$ cat config.mk
export PLATFORM = sky130hd
export DESIGN_NAME = memoryStage
export DESIGN_NICKNAME = d
export VERILOG_FILES = /design/src/hw/mipsTypesPkg.sv /design/src/hw/memCtrlPkg.sv /design/src/hw/byteMemory.sv /design/src/hw/loadExtend.sv /design/src/hw/memoryStage.sv /design/src/hw/storeAlign.sv
export SDC_FILE = /design/constraint.sdc
export NUM_CORES = 2
export LEC_CHECK = 0
export ABC_AREA = 1
export BUFFER_PORTS_ARGS = -buffer_cell sky130_fd_sc_hd__buf_4
export CAP_MARGIN = 20
export CORE_ASPECT_RATIO = 1.2
export CORE_MARGIN = 2
export CORE_UTILIZATION = 61
export CTS_CLUSTER_DIAMETER = 200
export DETAILED_ROUTE_END_ITERATION = 16
export GPL_TIMING_DRIVEN = 0
export PLACE_DENSITY = 0.75
export RECOVER_POWER = 100
export REMOVE_ABC_BUFFERS = 1
export SKIP_CTS_REPAIR_TIMING = 1
export SYNTH_ARGS = -nofsm -noshare
export SYNTH_HDL_FRONTEND = slang
export SYNTH_SLANG_ARGS = --single-unit
$ cat constraint.sdc
create_clock -name clk -period 6.1 [get_ports clk]
set_clock_uncertainty 0.2 [all_clocks]
set_input_delay 0.305 -clock clk [delete_from_list [all_inputs] [get_ports clk]]
set_output_delay 0.305 -clock clk [all_outputs]
set_load 0.02 [all_outputs]
$ cat src/hw/mipsTypesPkg.sv
package mipsTypesPkg;

	// Data widths of the datapath.
	localparam int wordBits = 32;
	localparam int halfBits = 16;
	localparam int byteBits = 8;
	localparam int bytesPerWord = wordBits / byteBits;

	// Memory geometry.
	localparam int memWords = 64;
	localparam int offsetW = $clog2(bytesPerWord); // Byte offset inside a word.
	localparam int wordAddrW = $clog2(memWords);
	localparam int addrW = wordAddrW + offsetW; // Byte address, 8 bits.

	typedef logic [wordBits-1:0] wordT;
	typedef logic [byteBits-1:0] byteT;

	typedef logic [addrW-1:0] addrT;
	typedef logic [wordAddrW-1:0] wordAddrT;
	typedef logic [offsetW-1:0] offsetT;

endpackage

$ cat src/hw/memCtrlPkg.sv
package memCtrlPkg;

	import mipsTypesPkg::*;

	localparam int laneCount = bytesPerWord;

	typedef logic [laneCount-1:0] laneT; // One bit per byte lane.

	// Base lane masks, before the shift by the byte offset.
	localparam laneT laneNone = 4'b0000;
	localparam laneT laneByte = 4'b0001;
	localparam laneT laneHalf = 4'b0011;
	localparam laneT laneWord = 4'b1111;

	typedef enum logic [1:0] {
		beNone = 2'd0,
		beByte = 2'd1,
		beHalf = 2'd2,
		beWord = 2'd3
	} byteEnableE;

	typedef enum logic {
		extUnsigned = 1'b0,
		extSigned = 1'b1
	} extendE;

	typedef struct packed {
		logic writeEnable;
		byteEnableE byteEnable;
		extendE extend;
	} memCtrlT;

	typedef struct packed {
		memCtrlT ctrl;
		addrT addr;
		wordT data; // Store word, right-aligned.
	} memReqT;

	typedef struct packed {
		wordT data; // Load result, zero for stores and faults.
		logic fault;
	} memRespT;

endpackage

$ cat src/hw/byteMemory.sv
`timescale 1ns/1ps

module byteMemory
	import mipsTypesPkg::*, memCtrlPkg::*;
	( input logic clk
	, input wordAddrT wordAddr
	, input laneT lanes
	, input logic writeEnable
	, input wordT wrData
	, output wordT rdData
	);

	byteT rdBytes [laneCount];

	// One byte-wide bank per lane.
	for (genvar lane = 0; lane < laneCount; lane++) begin : laneBank
		byteT bank [memWords];

		always_ff @(posedge clk) begin
			if (writeEnable && lanes[lane]) begin
				bank[wordAddr] <= wrData[lane*byteBits +: byteBits];
			end
		end

		// Read first; a same-cycle write shows up on the next read.
		always_ff @(posedge clk) begin
			rdBytes[lane] <= bank[wordAddr];
		end
	end

	always_comb begin
		for (int lane = 0; lane < laneCount; lane++) begin
			rdData[lane*byteBits +: byteBits] = rdBytes[lane];
		end
	end

endmodule

$ cat src/hw/loadExtend.sv
`timescale 1ns/1ps

module loadExtend
	import mipsTypesPkg::*, memCtrlPkg::*;
	( input logic clk
	, input logic rst
	, input logic reqValid
	, input memCtrlT ctrl
	, input offsetT offset
	, input logic misaligned
	, input wordT rdData
	, output logic respValid
	, output memRespT resp
	);

	logic validQ;
	memCtrlT ctrlQ;
	offsetT offsetQ;
	logic faultQ;
	wordT shifted;
	logic signBit;
	logic fillBit;
	wordT loadData;

	// A beNone request is dropped here and never answered.
	always_ff @(posedge clk) begin
		if (rst) begin
			validQ <= 1'b0;
		end else begin
			validQ <= reqValid && (ctrl.byteEnable != beNone);
		end
	end

	always_ff @(posedge clk) begin
		if (reqValid) begin
			ctrlQ <= ctrl;
			offsetQ <= offset;
			faultQ <= misaligned;
		end
	end

	// Bring the addressed byte down to lane zero.
	always_comb begin
		case (offsetQ)
			2'd1: shifted = rdData >> byteBits;
			2'd2: shifted = rdData >> (2 * byteBits);
			2'd3: shifted = rdData >> (3 * byteBits);
			default: shifted = rdData;
		endcase
	end

	always_comb begin
		case (ctrlQ.byteEnable)
			beByte: signBit = shifted[byteBits-1];
			beHalf: signBit = shifted[halfBits-1];
			default: signBit = 1'b0;
		endcase
	end

	assign fillBit = (ctrlQ.extend == extSigned) && signBit;

	always_comb begin
		case (ctrlQ.byteEnable)
			beByte: loadData = {{(wordBits-byteBits){fillBit}}, shifted[byteBits-1:0]};
			beHalf: loadData = {{(wordBits-halfBits){fillBit}}, shifted[halfBits-1:0]};
			beWord: loadData = shifted;
			default: loadData = '0;
		endcase
	end

	always_comb begin
		resp.fault = faultQ;
		if (ctrlQ.writeEnable || faultQ) begin
			resp.data = '0; // Stores and faults carry no data.
		end else begin
			resp.data = loadData;
		end
	end

	assign respValid = validQ;

endmodule

$ cat src/hw/memoryStage.sv
`timescale 1ns/1ps

module memoryStage
	import mipsTypesPkg::*, memCtrlPkg::*;
	( input logic clk
	, input logic rst
	, input logic reqValid
	, input memReqT req
	, output logic respValid
	, output memRespT resp
	);

	laneT lanes;
	wordT wrData;
	logic misaligned;
	wordT rdData;

	storeAlign align_i
		( .req (req)
		, .lanes (lanes)
		, .wrData (wrData)
		, .misaligned (misaligned)
		);

	byteMemory mem_i
		( .clk (clk)
		, .wordAddr (req.addr[addrW-1:offsetW])
		, .lanes (lanes)
		, .writeEnable (reqValid && req.ctrl.writeEnable)
		, .wrData (wrData)
		, .rdData (rdData)
		);

	loadExtend ext_i
		( .clk (clk)
		, .rst (rst)
		, .reqValid (reqValid)
		, .ctrl (req.ctrl)
		, .offset (req.addr[offsetW-1:0])
		, .misaligned (misaligned)
		, .rdData (rdData)
		, .respValid (respValid)
		, .resp (resp)
		);

endmodule

$ cat src/hw/storeAlign.sv
`timescale 1ns/1ps

module storeAlign
	import mipsTypesPkg::*, memCtrlPkg::*;
	( input memReqT req
	, output laneT lanes
	, output wordT wrData
	, output logic misaligned
	);

	offsetT offset;
	laneT baseLanes;
	wordT baseData;
	laneT shiftedLanes;
	wordT shiftedData;
	logic halfOdd;
	logic wordOffset;

	assign offset = req.addr[offsetW-1:0];

	// Lane mask and data for an access at offset zero.
	always_comb begin
		case (req.ctrl.byteEnable)
			beByte: begin
				baseLanes = laneByte;
				baseData = {{(wordBits-byteBits){1'b0}}, req.data[byteBits-1:0]};
			end
			beHalf: begin
				baseLanes = laneHalf;
				baseData = {{(wordBits-halfBits){1'b0}}, req.data[halfBits-1:0]};
			end
			beWord: begin
				baseLanes = laneWord;
				baseData = req.data;
			end
			default: begin
				baseLanes = laneNone;
				baseData = '0;
			end
		endcase
	end

	// Move lanes and data up to the addressed byte.
	always_comb begin
		case (offset)
			2'd1: begin
				shiftedLanes = laneT'(baseLanes << 1);
				shiftedData = baseData << byteBits;
			end
			2'd2: begin
				shiftedLanes = laneT'(baseLanes << 2);
				shiftedData = baseData << (2 * byteBits);
			end
			2'd3: begin
				shiftedLanes = laneT'(baseLanes << 3);
				shiftedData = baseData << (3 * byteBits);
			end
			default: begin
				shiftedLanes = baseLanes;
				shiftedData = baseData;
			end
		endcase
	end

	assign halfOdd = (req.ctrl.byteEnable == beHalf) && offset[0];
	assign wordOffset = (req.ctrl.byteEnable == beWord) && (offset != '0);
	assign misaligned = halfOdd || wordOffset;

	always_comb begin
		if (misaligned) begin
			lanes = laneNone; // Nothing reaches the memory.
			wrData = '0;
		end else begin
			lanes = shiftedLanes;
			wrData = shiftedData;
		end
	end

endmodule

==> qor.yml <==
slew_headroom_pct: -117.7
worst_setup_path_start_kind: "input port"
synth.cell_area_mm2: 0.08965
powerDensity_mw_per_mm2: 307.4
clock_path_buffers: 3
avgSynthCellArea_um2: 9.901
io_pins: 81
fp.dieW_um: 354.0
swShare_pct: 23.00
final_cell_mix: "nand2_1 (5942), edfxtp_1 (2055), nor2_1 (350)"
wirelength_um: 249500
setup_viol: 0
setup_ws_ns: 0.8596
rsz0062_at_grt: "false"
ant_nets: 0
die_area_mm2: 0.1501
peakVddDrop_mv: 0.2526
final_common_cell: "nand2_1"
fin_crit_sh_pct: 85.91
totalPowerFinal_uw: 30260
grt_usage_pct: 33.09
syn_inst: 9055
period_needed_ns: 5.240
p_sw_uw: 6960
initial_core_util_pct: 61.22
hold_violations: 2
final_cells: 11150
vias_per_cell: 5.667
arrival_ns: 5.49
seqPwrFrac_pct: 52.5
grt_max_degree: 164
htree_levels: 4
critPathCaptureType: "register"
vias: 63160
syn_to_final_growth_pct: 9.804
crit_fanout: 117
yosys.area.top_type: "edfxtp_1"
ys_seq_area_share_pct: 69.57
worst-endpoint-required_ns: 6.35
violations: "negative hold slack, max-capacitance violations, max-slew violations"
wire_per_inst_um: 22.38
fmax_ghz: 0.1908
worstMarginPinSlew_ns: 3.265
drt-initial-drc-count: 7906
first_pass_iters: 9
ys_ff_latch: 2088
hold_slack_ns: -0.02167
final_nets: 9069
ys_types: 39
core_area_mm2: 0.1464
grt_pass1_vias: 59710
grt_remaining_overflow: 0
internal_power_uw: 23300
hpwl_um: 151300
hp-class: "input port to register"
power_frac_comb_pct: 7.6
synthTopCellsByArea: "edfxtp_1 (69%), nand2_1 (25%), buf_2 (1.5%), nor2_1 (1.5%), dfxtp_1 (0.74%)"
fp.dieH_um: 424.0
dp.cells: 10740
fin_setup_tns_ns: 0
clk_pin_slew_worst_paths_ns: 0.06
place_ws_ns: 0.9314
outcome: "complete, but fails checks"
drcViolationCount: 0
root_buffer: "clkbuf_16"
gp_congestion: 0.9309
clk_latency_ns: 0.85
leakage_uw: 0.03891
num_rows: 154
maxCapViolCount: 26
io_buffer_count: 80
cts_tree: "yes"
clock-sinks: 2088
grt_pass1_wl_um: 366400
drv_slew: 1341
cts_buffers: 194
synth_warnings: 0
worst-setup-path-type: "input port to register"
layout-drive-gt1-share_pct: 4.707
p_clk_share_pct: 39.8
antenna_found_initial: 11
yosys.area.top_type_share_pct: 68.83
## worst max-delay path, stage by stage
cell and delay [ns]:
buf_8 0.46, buf_16 0.45, inv_8 0.22, buf_16 0.35, clkbuf_4 1.02, nor3_4 0.67, nand2_1 0.71, nor2_1 1.01
## through the flow
stage                     instance area, µm²  util [%]
after global routing                   98400     67.20
after CTS                              99220     67.75
after global placement                 90310     61.67
final                                  98440     67.22
after floorplan                        87270         -
after detailed placement               92970     63.49
## registers in the layout, indices dropped and copies added (netlist names)
signal / cells
mem_i.laneBank.bank: 2048
mem_i.rdBytes: 32
ext_i.ctrlQ: 4
ext_i.offsetQ: 2
ext_i.faultQ: 1
ext_i.respValid: 1
## Yosys cell counts (all sizes together)
library cell and count:
a22oi 1, a32oi 8, buf 344, a211oi 3, nand2 5944, clkbuf 129, clkinv 2, a21oi 28
nor4 7, edfxtp 2055, or2 3, nor2 352, nand4 1, dfxtp 33, a221oi 1, ha 4
o21ai 12, inv 47, o21a 4, o221ai 8, o22ai 7, o211ai 6, nor3 28, nand3 20
a31oi 8
## cell type report
type | instances | area, µm²
repair buffers | 240 | 2446
flip-flops and latches | 2088 | 62370
fillers | 10710 | 48000
well taps | 1950 | 2440
clock buffers | 246 | 5187
diodes | 19 | 47.55
multi-input cells | 6445 | 24680
inverters | 49 | 207.7
clock inverters | 109 | 1059
## worst paths after layout
path              slack [ns]                      endpoint                          start  cells after the start
hold / removal         -0.02           mem_i.rdBytes[0][3]                        req[36]                      7
setup / recovery        0.86  mem_i.laneBank[3].bank[6][1]                        req[36]                      8
hold reg to reg         0.61           mem_i.rdBytes[3][2]  mem_i.laneBank[3].bank[24][2]                     10
setup reg to reg        4.09           mem_i.rdBytes[1][4]  mem_i.laneBank[1].bank[48][4]                     10
## cell families after synthesis
group	share of synthesized area, %
buf+inv	2.865
simple gates	26.85
flops	69.57
compound gates	0.6574
fa+ha+maj	0.05583
## layer usage
metal  up-vias  global-route usage, %  routed length (µm)
met5         -                      0                 137
met4        20                  20.63               17530
met3       718                  9.996               30600
met2      3495                  50.15              111500
met1     29800                  41.95               89710
li1      29130                      -                   -
## power by group through the flow
| stage | combinational (µW) | clock (µW) | sequential, µW |
|---|---|---|---|
| final | 2310 | 12000 | 15900 |
| after global routing | 2520 | 12600 | 15900 |
| after CTS | 2310 | 12100 | 15900 |
| after detailed placement | 2280 | 0 | 16200 |
| after global placement | 2510 | 0 | 16200 |
| after floorplan | 1580 | 0 | 16200 |
Note: power is estimated with default switching activity, not from simulation.
